`config.mk`:
```
export PLATFORM = sky130hd
export DESIGN_NAME = pipe32_core
export DESIGN_NICKNAME = d
export VERILOG_FILES = /design/src/logic/pipe32_pkg.sv /design/src/logic/pipe32_core.sv /design/src/logic/result_unit.sv /design/src/logic/execute_unit.sv /design/src/logic/decode_unit.sv /design/src/logic/reg_file.sv /design/src/logic/fetch_stage.sv
export VERILOG_INCLUDE_DIRS = /design/src /design/src/logic
export SDC_FILE = /design/constraint.sdc
export NUM_CORES = 2
export LEC_CHECK = 0
export ABC_AREA = 1
export BUFFER_PORTS_ARGS = -buffer_cell sky130_fd_sc_hd__buf_2
export CELL_PAD_IN_SITES_DETAIL_PLACEMENT = 0
export CELL_PAD_IN_SITES_GLOBAL_PLACEMENT = 1
export CORE_UTILIZATION = 44
export CTS_BUF_LIST = sky130_fd_sc_hd__clkbuf_8
export DETAILED_ROUTE_END_ITERATION = 10
export PLACE_DENSITY_LB_ADDON = 0.15
export SLEW_MARGIN = 20
export SYNTH_ARGS = -nofsm -noshare
export SYNTH_HDL_FRONTEND = slang
export SYNTH_SLANG_ARGS = --single-unit
```
`constraint.sdc`:
```
create_clock -name clk -period 6.9 [get_ports clk]
set_clock_uncertainty 0.1 [all_clocks]
set_input_delay 1.38 -clock clk [delete_from_list [all_inputs] [get_ports clk]]
set_output_delay 1.38 -clock clk [all_outputs]
set_load 0.02 [all_outputs]
```
`src/logic/pipe32_settings.svh`:
```
// ================================================
// Core-wide constants, shared by package and RTL
// Instruction fields assume a fixed 32-bit format
// Register count must be a power of two
// ================================================
`ifndef PIPE32_SETTINGS_SVH
`define PIPE32_SETTINGS_SVH

// PC after reset, fetch steps by 4 from here
`define PIPE32_RESET_PC 32'h0000_0000

// Register file depth, r0 is hardwired to zero
`define PIPE32_NUM_REGS 16

// Field positions
`define PIPE32_OP_MSB   31  // Opcode in [31:26]
`define PIPE32_RD_LSB   22  // Rd in [25:22]
`define PIPE32_RS1_LSB  18  // Rs1 in [21:18]
`define PIPE32_RS2_LSB  14  // Rs2 in [17:14]
`define PIPE32_IMM_W    16  // Immediate in [15:0]

`endif
```
`src/logic/pipe32_pkg.sv`:
```
// ================================================
// Types shared by all pipeline stages
// Opcode values are the encoding the program uses
// Branches compare reg[rs1] with reg[rd]
// ================================================
`include "pipe32_settings.svh"

package pipe32_pkg;

    typedef logic [31:0] word_t;  // Data word
    typedef logic [31:0] addr_t;  // Byte address
    typedef logic [31:0] insn_t;  // Raw instruction
    typedef logic [$clog2(`PIPE32_NUM_REGS)-1:0] reg_idx_t;

    typedef enum logic [5:0] {
        OP_NOP  = 6'h00,
        OP_ADD  = 6'h01,
        OP_SUB  = 6'h02,
        OP_AND  = 6'h03,
        OP_OR   = 6'h04,
        OP_XOR  = 6'h05,
        OP_SHL  = 6'h06,
        OP_SHR  = 6'h07,
        OP_ADDI = 6'h08,  // rd = rs1 + sext(imm)
        OP_LUI  = 6'h09,  // rd = imm << 16
        OP_BEQ  = 6'h0a,
        OP_BNE  = 6'h0b
    } opcode_e;

    typedef enum logic [2:0] {
        ALU_ADD, ALU_SUB, ALU_AND, ALU_OR, ALU_XOR, ALU_SHL, ALU_SHR, ALU_PASS_B
    } alu_op_e;

    typedef enum logic [1:0] {BR_NONE, BR_EQ, BR_NE} br_kind_e;

    typedef struct packed {
        logic  valid;
        addr_t pc;
        insn_t insn;
    } fetch_out_t;

    typedef struct packed {
        logic     valid;
        addr_t    pc;
        alu_op_e  alu_op;
        word_t    a;
        word_t    b;
        br_kind_e br;
        addr_t    br_target;
        logic     we;         // Writes rd
        reg_idx_t rd;
    } dec_out_t;

    typedef struct packed {
        logic     valid;
        reg_idx_t rd;
        word_t    value;
    } exe_out_t;

    typedef struct packed {
        reg_idx_t rd;
        word_t    value;
    } wb_result_t;

    typedef struct packed {
        logic     valid;
        reg_idx_t rd;
        word_t    value;
    } fwd_t;

endpackage

```
`src/logic/pipe32_core.sv`:
```
// ================================================
// Four-stage in-order core: IF, ID, EX, WB
// Instruction port has no request, address is live
// Taken branch squashes two younger slots
// ================================================
module pipe32_core (
    input  logic                   clk,
    input  logic                   rst_n,
    output pipe32_pkg::addr_t      imem_addr,
    input  pipe32_pkg::insn_t      imem_data,
    input  logic                   imem_rdy,
    output logic                   wb_valid,
    input  logic                   wb_ready,
    output pipe32_pkg::wb_result_t wb_result
);

    pipe32_pkg::fetch_out_t fetch_out;
    pipe32_pkg::dec_out_t   dec_out;
    pipe32_pkg::exe_out_t   exe_out;
    pipe32_pkg::fwd_t       fwd_exe;
    pipe32_pkg::fwd_t       fwd_res;
    pipe32_pkg::addr_t      redirect_pc;
    pipe32_pkg::reg_idx_t   rs1;
    pipe32_pkg::reg_idx_t   rs2;
    pipe32_pkg::reg_idx_t   wr_idx;
    pipe32_pkg::word_t      rd1;
    pipe32_pkg::word_t      rd2;
    pipe32_pkg::word_t      wr_data;
    logic                   stall;
    logic                   redirect;
    logic                   wr_en;

    fetch_stage u_fetch (
        .clk, .rst_n,
        .imem_data, .imem_rdy, .stall, .redirect, .redirect_pc,
        .imem_addr, .fetch_out
    );

    reg_file u_reg_file (
        .clk, .rst_n,
        .rs1, .rs2, .wr_idx, .wr_en, .wr_data,
        .rd1, .rd2
    );

    decode_unit u_decode (
        .clk, .rst_n,
        .fetch_out, .stall, .redirect, .fwd_exe, .fwd_res, .rd1, .rd2,
        .rs1, .rs2, .dec_out
    );

    execute_unit u_execute (
        .clk, .rst_n,
        .dec_out, .stall,
        .fwd_exe, .redirect, .redirect_pc, .exe_out
    );

    result_unit u_result (
        .clk, .rst_n,
        .exe_out, .wb_ready,
        .wb_valid, .stall, .wr_en, .wb_result, .wr_idx, .wr_data, .fwd_res
    );

endmodule

```
`src/logic/result_unit.sv`:
```
// ================================================
// One-entry result buffer on a valid/ready port
// Commit to reg file happens on the accept edge
// Refused result stalls every earlier stage
// ================================================
module result_unit (
    input  logic                   clk,
    input  logic                   rst_n,
    input  pipe32_pkg::exe_out_t   exe_out,
    input  logic                   wb_ready,
    output logic                   wb_valid,
    output logic                   stall,
    output logic                   wr_en,
    output pipe32_pkg::wb_result_t wb_result,
    output pipe32_pkg::reg_idx_t   wr_idx,
    output pipe32_pkg::word_t      wr_data,
    output pipe32_pkg::fwd_t       fwd_res
);

    pipe32_pkg::exe_out_t hold_q;

    // Refill whenever empty or being accepted
    always_ff @(posedge clk or negedge rst_n) begin
        if (!rst_n) begin
            hold_q.valid <= 1'b0;
        end else if (!stall) begin
            hold_q <= exe_out;
        end
    end

    assign wb_valid  = hold_q.valid;
    assign wb_result = '{rd: hold_q.rd, value: hold_q.value};
    assign stall     = hold_q.valid && !wb_ready;

    assign wr_en   = hold_q.valid && wb_ready;  // Accept edge
    assign wr_idx  = hold_q.rd;
    assign wr_data = hold_q.value;

    // Not yet in the reg file until accepted
    assign fwd_res = '{valid: hold_q.valid, rd: hold_q.rd, value: hold_q.value};

endmodule

```
`src/logic/execute_unit.sv`:
```
// ================================================
// ALU, branch compare and execute-to-result path
// Shifts are logical, amount from b[4:0]
// Redirect fires once per branch, even in a stall
// ================================================
module execute_unit (
    input  logic                 clk,
    input  logic                 rst_n,
    input  pipe32_pkg::dec_out_t dec_out,
    input  logic                 stall,
    output pipe32_pkg::fwd_t     fwd_exe,
    output logic                 redirect,
    output pipe32_pkg::addr_t    redirect_pc,
    output pipe32_pkg::exe_out_t exe_out
);

    pipe32_pkg::word_t alu_res;
    logic [4:0]        shamt;
    logic              taken;
    logic              redirect_done;  // Held branch already redirected

    assign shamt = dec_out.b[4:0];

    always_comb begin
        case (dec_out.alu_op)
            pipe32_pkg::ALU_ADD:    alu_res = dec_out.a + dec_out.b;
            pipe32_pkg::ALU_SUB:    alu_res = dec_out.a - dec_out.b;
            pipe32_pkg::ALU_AND:    alu_res = dec_out.a & dec_out.b;
            pipe32_pkg::ALU_OR:     alu_res = dec_out.a | dec_out.b;
            pipe32_pkg::ALU_XOR:    alu_res = dec_out.a ^ dec_out.b;
            pipe32_pkg::ALU_SHL:    alu_res = dec_out.a << shamt;
            pipe32_pkg::ALU_SHR:    alu_res = dec_out.a >> shamt;
            default:                alu_res = dec_out.b;  // LUI pass-through
        endcase
    end

    // Branch resolution
    always_comb begin
        case (dec_out.br)
            pipe32_pkg::BR_EQ: taken = dec_out.valid && (dec_out.a == dec_out.b);
            pipe32_pkg::BR_NE: taken = dec_out.valid && (dec_out.a != dec_out.b);
            default:           taken = 1'b0;
        endcase
    end

    assign redirect    = taken && !redirect_done;
    assign redirect_pc = dec_out.br_target;

    // A stalled branch stays in ID/EX, remember it fired
    always_ff @(posedge clk or negedge rst_n) begin
        if (!rst_n) begin
            redirect_done <= 1'b0;
        end else begin
            redirect_done <= stall && (redirect_done || redirect);
        end
    end

    // Only writing instructions carry a result
    assign exe_out.valid = dec_out.valid && dec_out.we;
    assign exe_out.rd    = dec_out.rd;
    assign exe_out.value = alu_res;

    assign fwd_exe = '{valid: exe_out.valid, rd: dec_out.rd, value: alu_res};

endmodule

```
`src/logic/decode_unit.sv`:
```
// ================================================
// Field decode, operand forwarding, ID/EX register
// Forward priority is execute, result, reg file
// Branch second operand is read from the rd field
// ================================================
`include "pipe32_settings.svh"

module decode_unit (
    input  logic                   clk,
    input  logic                   rst_n,
    input  pipe32_pkg::fetch_out_t fetch_out,
    input  logic                   stall,
    input  logic                   redirect,
    input  pipe32_pkg::fwd_t       fwd_exe,
    input  pipe32_pkg::fwd_t       fwd_res,
    input  pipe32_pkg::word_t      rd1,
    input  pipe32_pkg::word_t      rd2,
    output pipe32_pkg::reg_idx_t   rs1,
    output pipe32_pkg::reg_idx_t   rs2,
    output pipe32_pkg::dec_out_t   dec_out
);

    localparam int OP_W = $bits(pipe32_pkg::opcode_e);

    pipe32_pkg::opcode_e     op;
    pipe32_pkg::reg_idx_t    rd_f;
    logic [`PIPE32_IMM_W-1:0] imm;
    pipe32_pkg::word_t       imm_sext;
    pipe32_pkg::word_t       opnd_a;
    pipe32_pkg::word_t       opnd_b;
    logic                    is_branch;
    pipe32_pkg::dec_out_t    dec_next;

    // Newest producer wins and r0 is never forwarded
    function automatic pipe32_pkg::word_t fwd_pick(
        input pipe32_pkg::reg_idx_t idx,
        input pipe32_pkg::word_t    rf_val,
        input pipe32_pkg::fwd_t     fe,
        input pipe32_pkg::fwd_t     fr
    );
        if (idx == '0) return '0;
        if (fe.valid && fe.rd == idx) return fe.value;
        if (fr.valid && fr.rd == idx) return fr.value;
        return rf_val;
    endfunction

    assign op        = pipe32_pkg::opcode_e'(fetch_out.insn[`PIPE32_OP_MSB -: OP_W]);
    assign rd_f      = fetch_out.insn[`PIPE32_RD_LSB +: $bits(pipe32_pkg::reg_idx_t)];
    assign imm       = fetch_out.insn[`PIPE32_IMM_W-1:0];
    assign imm_sext  = {{(32-`PIPE32_IMM_W){imm[`PIPE32_IMM_W-1]}}, imm};
    assign is_branch = (op == pipe32_pkg::OP_BEQ) || (op == pipe32_pkg::OP_BNE);

    assign rs1 = fetch_out.insn[`PIPE32_RS1_LSB +: $bits(pipe32_pkg::reg_idx_t)];
    assign rs2 = is_branch ? rd_f  // rs2 bits overlap the offset
                           : fetch_out.insn[`PIPE32_RS2_LSB +: $bits(pipe32_pkg::reg_idx_t)];

    assign opnd_a = fwd_pick(rs1, rd1, fwd_exe, fwd_res);
    assign opnd_b = fwd_pick(rs2, rd2, fwd_exe, fwd_res);

    always_comb begin
        dec_next           = '0;
        dec_next.valid     = fetch_out.valid && !redirect;  // Squash behind taken branch
        dec_next.pc        = fetch_out.pc;
        dec_next.a         = opnd_a;
        dec_next.b         = opnd_b;
        dec_next.rd        = rd_f;
        dec_next.br_target = fetch_out.pc + (imm_sext << 2);  // Word offset
        dec_next.alu_op    = pipe32_pkg::ALU_ADD;
        dec_next.br        = pipe32_pkg::BR_NONE;
        dec_next.we        = 1'b1;  // Writes rd unless cleared below
        case (op)
            pipe32_pkg::OP_ADD:  dec_next.alu_op = pipe32_pkg::ALU_ADD;
            pipe32_pkg::OP_SUB:  dec_next.alu_op = pipe32_pkg::ALU_SUB;
            pipe32_pkg::OP_AND:  dec_next.alu_op = pipe32_pkg::ALU_AND;
            pipe32_pkg::OP_OR:   dec_next.alu_op = pipe32_pkg::ALU_OR;
            pipe32_pkg::OP_XOR:  dec_next.alu_op = pipe32_pkg::ALU_XOR;
            pipe32_pkg::OP_SHL:  dec_next.alu_op = pipe32_pkg::ALU_SHL;
            pipe32_pkg::OP_SHR:  dec_next.alu_op = pipe32_pkg::ALU_SHR;
            pipe32_pkg::OP_ADDI: dec_next.b      = imm_sext;
            pipe32_pkg::OP_LUI: begin
                dec_next.alu_op = pipe32_pkg::ALU_PASS_B;
                dec_next.b      = {imm, {(32-`PIPE32_IMM_W){1'b0}}};
            end
            pipe32_pkg::OP_BEQ: begin
                dec_next.br = pipe32_pkg::BR_EQ;
                dec_next.we = 1'b0;
            end
            pipe32_pkg::OP_BNE: begin
                dec_next.br = pipe32_pkg::BR_NE;
                dec_next.we = 1'b0;
            end
            default:            dec_next.we = 1'b0;  // NOP and unknown codes
        endcase
    end

    // ID/EX register holds while stalled
    always_ff @(posedge clk or negedge rst_n) begin
        if (!rst_n) begin
            dec_out.valid <= 1'b0;
        end else if (!stall) begin
            dec_out <= dec_next;
        end
    end

endmodule

```
`src/logic/reg_file.sv`:
```
// ================================================
// 2R1W register file, asynchronous reads
// r0 ignores writes and reads as zero
// Same-edge write is not visible to reads
// ================================================
`include "pipe32_settings.svh"

module reg_file (
    input  logic                 clk,
    input  logic                 rst_n,
    input  pipe32_pkg::reg_idx_t rs1,
    input  pipe32_pkg::reg_idx_t rs2,
    input  pipe32_pkg::reg_idx_t wr_idx,
    input  logic                 wr_en,
    input  pipe32_pkg::word_t    wr_data,
    output pipe32_pkg::word_t    rd1,
    output pipe32_pkg::word_t    rd2
);

    pipe32_pkg::word_t regs [`PIPE32_NUM_REGS];

    always_ff @(posedge clk or negedge rst_n) begin
        if (!rst_n) begin
            for (int i = 0; i < `PIPE32_NUM_REGS; i++) begin
                regs[i] <= '0;
            end
        end else if (wr_en && wr_idx != '0) begin  // r0 stays zero
            regs[wr_idx] <= wr_data;
        end
    end

    assign rd1 = regs[rs1];
    assign rd2 = regs[rs2];

endmodule

```
`src/logic/fetch_stage.sv`:
```
// ================================================
// PC and fetch/decode register
// imem_data is sampled only on edges with imem_rdy
// Redirect wins over stall and bubbles
// ================================================
`include "pipe32_settings.svh"

module fetch_stage (
    input  logic                   clk,
    input  logic                   rst_n,
    input  pipe32_pkg::insn_t      imem_data,
    input  logic                   imem_rdy,
    input  logic                   stall,
    input  logic                   redirect,
    input  pipe32_pkg::addr_t      redirect_pc,
    output pipe32_pkg::addr_t      imem_addr,
    output pipe32_pkg::fetch_out_t fetch_out
);

    pipe32_pkg::addr_t pc_q;  // Address being fetched
    logic              take;  // Instruction accepted this edge

    assign imem_addr = pc_q;
    assign take      = imem_rdy && !stall && !redirect;

    // Program counter
    always_ff @(posedge clk or negedge rst_n) begin
        if (!rst_n) begin
            pc_q <= `PIPE32_RESET_PC;
        end else if (redirect) begin
            pc_q <= redirect_pc;  // Taken branch target
        end else if (take) begin
            pc_q <= pc_q + 32'd4;
        end
    end

    // Fetch/decode register
    always_ff @(posedge clk or negedge rst_n) begin
        if (!rst_n) begin
            fetch_out.valid <= 1'b0;
        end else begin
            if (redirect) begin
                fetch_out.valid <= 1'b0;  // Younger slot squashed
            end else if (!stall) begin
                fetch_out.valid <= imem_rdy;  // Bubble when memory not ready
            end
            if (take) begin
                fetch_out.pc   <= pc_q;  // Payload moves only with an accepted instruction
                fetch_out.insn <= imem_data;
            end
        end
    end

endmodule

```
# [After elaboration in Yosys (flattened, before gate mapping)]
# Index checks and enable logic that the tools add are counted.
[word_totals] reg_bits=754 latch_bits=0 mem_bits_rw=0 romBits=0 inputBits=36 out_inout_bits=69 word_cells=149 memories=0
[op_classes] n_addsub=4 n_mul=0 n_div=0 magnitude_cmp=4 n_eq_ne=26 n_shift=2 n_mux=44 n_bitwise=7 n_reduce_logical=30
[ops] operator="two-way mux 32 bit" count=19
[ops] operator="bitwise mux 512 bit" count=1
[ops] operator="binary-select mux 32 bit (select 4 bit)" count=2
[ops] operator="one-hot mux 32 bit (7 select lines)" count=1
[ops] operator="demux 32 bit (select 4 bit)" count=1
[ops] operator="adder 32 bit" count=2
[ops] operator="one-hot mux 32 bit (2 select lines)" count=1
[ops] operator="adder 32 x 3 -> 32 bit, second input constant" count=1
[ops] operator="AND 32 bit" count=1
[ops] operator="== test 32 bit" count=1
[ops] operator="!= test 32 bit" count=1
[ops] operator="bitwise OR 32 bit" count=1
[ops] operator="left shift 32 x 5 -> 32 bit" count=1
[ops] operator="right shift 32 x 5 -> 32 bit" count=1
[ops] operator="subtractor 32 bit" count=1
[ops] operator="XOR 32 bit" count=1
[ops] operator="== test 6 x 3 -> 1 bit, second input constant" count=4
[ops] operator="== test 6 x 4 -> 1 bit, second input constant" count=4
[ops] operator="one-hot mux 3 bit (7 select lines)" count=1
[ops] operator="== test 4 bit" count=4
[ops] operator="logical AND 1 bit" count=16
[ops] operator=">= comparator 5 bit, second input constant" count=3
[ops] operator="two-way mux 1 bit" count=15
[ops] operator="NOT 4 -> 5 bit" count=3
[ops] operator="21 further kinds" count=31

# [Logic depth before layout (Yosys ltp)]
[logic_depth] depth_word=13 depth_mapped=23 mapped_depth_nobuf=20

# [By module]
# Synthesis repeated with hierarchy kept, for this count alone.
[hier_totals] hier_cells=8224 area_unflattened_um2=54702.5
[modules_own_cells] mod="reg_file" instances=1 cells_per_inst=4403 area_each_um2=29318.1 seq_area_each_um2=12812.3
[modules_own_cells] mod="execute_unit" instances=1 cells_per_inst=2206 area_each_um2=10790.3 seq_area_each_um2=25.0
[modules_own_cells] mod="decode_unit" instances=1 cells_per_inst=1061 area_each_um2=8654.6 seq_area_each_um2=4108.9
[modules_own_cells] mod="fetch_stage" instances=1 cells_per_inst=436 area_each_um2=4250.3 seq_area_each_um2=2747.6
[modules_own_cells] mod="result_unit" instances=1 cells_per_inst=118 area_each_um2=1689.1 seq_area_each_um2=1106.1

# [Least setup slack after synthesis]
# Ideal clock, no wire load.
[synth_timing] kind="in2reg" startpoint="input wb_ready" endpoint="register, netlist name u_decode.dec_out[0]" setup_time_ns=0.647 t_arrival_ns=7.368 required_ns=6.153 slack_ns=-1.215 path_stages=2 path_buffers=0 cell_sequence="nor2_1 > nor2_1"
[synth_between] elab_chain_len=4
[synth_lines] item="start, declared" line="pipe32_core.sv:13" source="input logic wb_ready,"
[synth_lines] item="logical NOT 1 bit" line="result_unit.sv:33" source="assign stall = hold_q.valid && !wb_ready;"
[synth_lines] item="logical AND 1 bit" line="result_unit.sv:33"
[synth_lines] item="NOT 1 bit (no line)"
[synth_lines] item="AND reduction 2 bit (no line)"
# Every way passes these cells.
# A chain may end at the register's enable or synchronous reset.

# [Worst setup path after layout]
[layout_timing] startpoint="register, netlist name u_decode.dec_out[39]" endpoint="register, netlist name u_fetch.fetch_out[10]"
[layout_between] elab_chain_len=7 word_cells_on_any_way=9 classes_between="eq/ne (2); mux (1); reduce/logical (6)"
[layout_lines] item="!= test 32 bit / == test 32 bit (equally long branches)" line="execute_unit.sv:41, execute_unit.sv:40"
[layout_lines] item="logical AND 1 bit (on tied branches)" line="execute_unit.sv:41, execute_unit.sv:40"
[layout_lines] item="one-hot mux 1 bit (2 select lines) *" line="execute_unit.sv:39" source="case (dec_out.br)"
[layout_lines] item="logical AND 1 bit *" line="execute_unit.sv:46" source="assign redirect = taken && !redirect_done;"
[layout_lines] item="logical NOT 1 bit *" line="fetch_stage.sv:24" source="assign take = imem_rdy && !stall && !redirect;"
[layout_lines] item="logical AND 1 bit *" line="fetch_stage.sv:24"
[layout_lines] item="AND reduction 2 bit (no line) *"
# Mark *: on every way between the ends. The rest lies on a longest branch, timed or not.

==> impl_metrics.xml <==
<?xml version="1.0" encoding="UTF-8"?>
<metrics>
  <group name="global_routing">
    <metric name="grt_remaining_overflow" unit="">0</metric>
    <metric name="antenna_found_initial" unit="">7</metric>
    <metric name="grtUsageTotal" unit="">0.3593</metric>
    <metric name="grt_start_max_net_pins" unit="">174</metric>
    <metric name="wire_length_of_the_first_global_routing_pass" unit="mm">304.1</metric>
    <metric name="first_global_vias" unit="">45890</metric>
  </group>
  <group name="clock_tree">
    <metric name="clock_pin_slew_reported_for_the_worst_setup_and_hold_paths_after_clock_tree_synthesis" unit="ns">0.06</metric>
    <metric name="cts_made_buffers" unit="">142</metric>
    <metric name="cts_hold_buffers" unit="">0</metric>
    <metric name="root_buffer_cell" unit="">clkbuf_8</metric>
    <metric name="clkLatencyLatePin" unit="ns">0.87</metric>
    <metric name="clock_tree.buffer_depth" unit="">3</metric>
    <metric name="clock_sinks" unit="">754</metric>
    <metric name="cts_tree" unit="">built</metric>
    <metric name="cts_resized" unit="">0</metric>
    <metric name="postCtsSetupBuffers" unit="">0</metric>
    <metric name="htree_num_levels" unit="">4</metric>
  </group>
  <group name="setup_path">
    <metric name="timing_worst_setup_path_type" unit="">flop to flop</metric>
    <metric name="critical_path.most_common_cell" unit="">buf_4</metric>
    <metric name="arrival" unit="ns">5.43</metric>
    <metric name="r2r_setup_slack" unit="ns">1.90</metric>
    <metric name="worst_ep_required_time" unit="ns">7.33</metric>
    <metric name="crit_slowest_cell" unit="">nor2_4</metric>
    <metric name="critPathMaxFanout" unit="">40</metric>
    <metric name="cp-end-kind" unit="">flop</metric>
    <metric name="cp_cell_sequence" unit="">clkinv_1 -&gt; buf_4 -&gt; ha_1 -&gt; nor3_1 -&gt; nand3_1 -&gt; nor2_1 -&gt; xor2_1 -&gt; nand3_2 -&gt; buf_4 -&gt; nand2_1 -&gt; nor2_4 -&gt; buf_4</metric>
    <metric name="crit_path_start_kind" unit="">flop</metric>
    <metric name="critical-path-max-stage-delay" unit="ns">0.90</metric>
  </group>
  <group name="run_status">
    <metric name="outcome" unit="">completed</metric>
  </group>
  <group name="pwr">
    <metric name="power.ir.vdd_worst" unit="V">0.0001824</metric>
    <metric name="comb_pwr_share" unit="">0.323</metric>
    <metric name="power.net_switching" unit="W">0.006889</metric>
    <metric name="seq_pwr_share" unit="">0.407</metric>
    <metric name="intPower" unit="W">0.009759</metric>
    <metric name="power.density_cell_area" unit="mW/mm2">311.5</metric>
    <metric name="p_sw_frac" unit="">0.4138</metric>
    <metric name="clockPowerShare" unit="">0.271</metric>
    <metric name="p_leak" unit="nW">24.39</metric>
  </group>
  <group name="min_path">
    <metric name="hp-class" unit="">flop to flop</metric>
  </group>
  <group name="floorplan">
    <metric name="placementRows" unit="">122</metric>
    <metric name="floorplan.die_area" unit="mm2">0.1137</metric>
    <metric name="design.portCount" unit="">105</metric>
    <metric name="height_of_the_die" unit="um">337.2</metric>
    <metric name="floorplan.initialDensity" unit="">0.4454</metric>
    <metric name="floorplan.die.width" unit="um">337.2</metric>
    <metric name="core" unit="mm2">0.1110</metric>
  </group>
  <group name="routing">
    <metric name="final_ant_viol_nets" unit="">0</metric>
    <metric name="vias_per_cell" unit="">5.905</metric>
    <metric name="drt_drc_violations_left" unit="">0</metric>
    <metric name="detailedRoute.firstIterationViolations" unit="">6533</metric>
    <metric name="drt_pass1_iterations" unit="">9</metric>
    <metric name="routed_wl" unit="mm">206.5</metric>
    <metric name="post_drt_wl_per_cell" unit="um">24.36</metric>
    <metric name="num_vias" unit="">50050</metric>
  </group>
  <group name="yosys">
    <metric name="synth_warnings" unit="">0</metric>
    <metric name="post_synth_design_cell_area" unit="mm2">0.04943</metric>
    <metric name="net_count_of_the_mapped_netlist" unit="">7229</metric>
    <metric name="asyncSetResetFlopFracSynth" unit="">0.7268</metric>
    <metric name="count_of_flip_flops_with_a_built_in_enable_after_synthesis" unit="">206</metric>
    <metric name="yosysUniqueCellTypes" unit="">48</metric>
    <metric name="post_synth.cell_area_avg" unit="um2">7.007</metric>
    <metric name="synth_flop_cell" unit="">dfrtp_1</metric>
    <metric name="ys_ff_latch" unit="">754</metric>
    <metric name="seq_area_frac_synth" unit="">0.4026</metric>
    <metric name="synthesized_netlist_cell_count" unit="">7054</metric>
  </group>
  <group name="cells_and_area">
    <metric name="postLayoutCellArea" unit="mm2">0.05344</metric>
    <metric name="layout_common_cells" unit="">nand2_1 (1958), nand3_1 (968), o21ai_0 (903)</metric>
    <metric name="layout-drive-gt1-share" unit="">0.06255</metric>
    <metric name="final_net_count" unit="">7046</metric>
    <metric name="area_delta_synth_final" unit="%">8.123</metric>
    <metric name="commonest_non_fill_non_tap_cell_in_the_layout" unit="">nand2_1</metric>
  </group>
  <group name="sta">
    <metric name="relSlewSlack" unit="">0.06741</metric>
    <metric name="setup_total_negative_slack" unit="ns">0</metric>
    <metric name="rsz0062_at_grt" unit="">false</metric>
    <metric name="slew_violations" unit="">0</metric>
    <metric name="setup_viol" unit="">0</metric>
    <metric name="period_minus_slack" unit="ns">4.997</metric>
    <metric name="fin_ws" unit="ns">1.903</metric>
    <metric name="max_freq" unit="MHz">200.1</metric>
    <metric name="max_slew.worst_pin.slew" unit="ns">1.399</metric>
    <metric name="final.hold.worst_slack" unit="ns">0.2752</metric>
    <metric name="hold_viol_final" unit="">0</metric>
    <metric name="fin_crit_sh" unit="">0.7241</metric>
  </group>
  <group name="place">
    <metric name="place.detailed.hpwl" unit="mm">132.8</metric>
    <metric name="portBuffers" unit="">104</metric>
    <metric name="post_place_instance_area" unit="mm2">0.05060</metric>
    <metric name="finalWeightedCongestion" unit="">1.043</metric>
    <metric name="dp_slack" unit="ns">2.004</metric>
  </group>
  <group name="flow_run">
    <metric name="maxCapViolations" unit="">0</metric>
  </group>
</metrics>
-- Yosys cell counts (36+ instances only) --
cell type	instances	area, um2
a21oi_1	284	1421
a31oi_1	38	237.7
buf_1	38	142.6
buf_2	122	610.6
clkbuf_1	331	1242
dfrtp_1	548	13710
edfxtp_1	206	6186
ha_1	136	1702
inv_1	581	2181
nand2_1	1967	7383
nand3_1	977	4890
nand4_1	52	325.3
nor2_1	425	1595
nor3_1	39	195.2
o211ai_1	189	1419
o21ai_0	904	4524
o22ai_1	36	225.2
xor2_1	39	341.6
-- flip-flops by register name, indices dropped and copies added (netlist names) --
signal / cells
u_reg_file.regs: 512
u_execute.redirect_done: 1
u_result.wb_valid: 1
u_fetch.imem_addr: 32
u_decode.dec_out: 107
u_result.wr_idx: 4
u_fetch.fetch_out: 65
u_result.wr_data: 32
-- per-stage QoR --
stage / power [W] / instances / util
2_1_floorplan: 0.01010 / 7054 / -
3_3_place_gp: 0.01200 / 8215 / 0.4560
3_5_place_dp: 0.01207 / 8215 / 0.4560
4_1_cts: 0.01658 / 8474 / 0.4815
5_1_grt: 0.01761 / 8475 / 0.4816
6_report: 0.01665 / 8476 / 0.4816
-- final timing paths --
kind,start,to,cells after the start
max in group asynchronous,rst_n,u_reg_file.regs[320],3
hold / removal,u_reg_file.regs[486],u_reg_file.regs[486],0
min in group asynchronous,rst_n,u_reg_file.regs[321],1
setup reg to reg,u_decode.dec_out[39],u_fetch.fetch_out[10],12
setup / recovery,u_decode.dec_out[39],u_fetch.fetch_out[10],12
hold reg to reg,u_reg_file.regs[486],u_reg_file.regs[486],0
-- area by class of cell --
type	count	area (um2)
Tap cell	1488	1862
Sequential cell	754	19900
Timing Repair Buffer	172	1141
Clock buffer	163	2243
Antenna cell	2	5.005
Clock inverter	96	590.6
Fill cell	11690	57530
Inverter	595	2242
Multi-Input combinational cell	5206	25460
-- layer usage --
metal	part of all wire	routed length (um)	vias to the layer above	global-route usage
met5	0	0	-	0
met2	0.43	88920	2615	0.5320
met1	0.43	89030	23830	0.5107
met4	0.040	8182	0	0.1411
li1	-	-	23190	-
met3	0.098	20330	419	0.07422
-- logic make-up after synthesis --
family                     count (synthesis)  synth area share
and+or+nand+nor                         3512            0.2985
AOI/OAI and AO/OA                       1502            0.1669
buffers and inverters                   1094           0.08700
DFF                                      754            0.4026
adders and majority gates                139           0.03564
xor gates and xnor gates                  53          0.009391
-- power by group through the flow --
stage               registers, W  logic [W]  clock network (W)
global route             0.00689    0.00596            0.00476
global placement         0.00678    0.00522                  0
finish                   0.00677    0.00537            0.00450
floorplan                0.00663    0.00347                  0
detailed placement       0.00681    0.00526                  0
CTS                      0.00674    0.00528            0.00456
-- worst max-delay path: cells and delay by family, from the launching register on --
kind          cells  cell delay, ns
simple gates      6            2.33
buf+inv           4            1.26
flops             1            0.39
fa+ha+maj         1            0.36
xor+xnor          1            0.15
No activity file was read; power rests on OpenSTA's default activity.
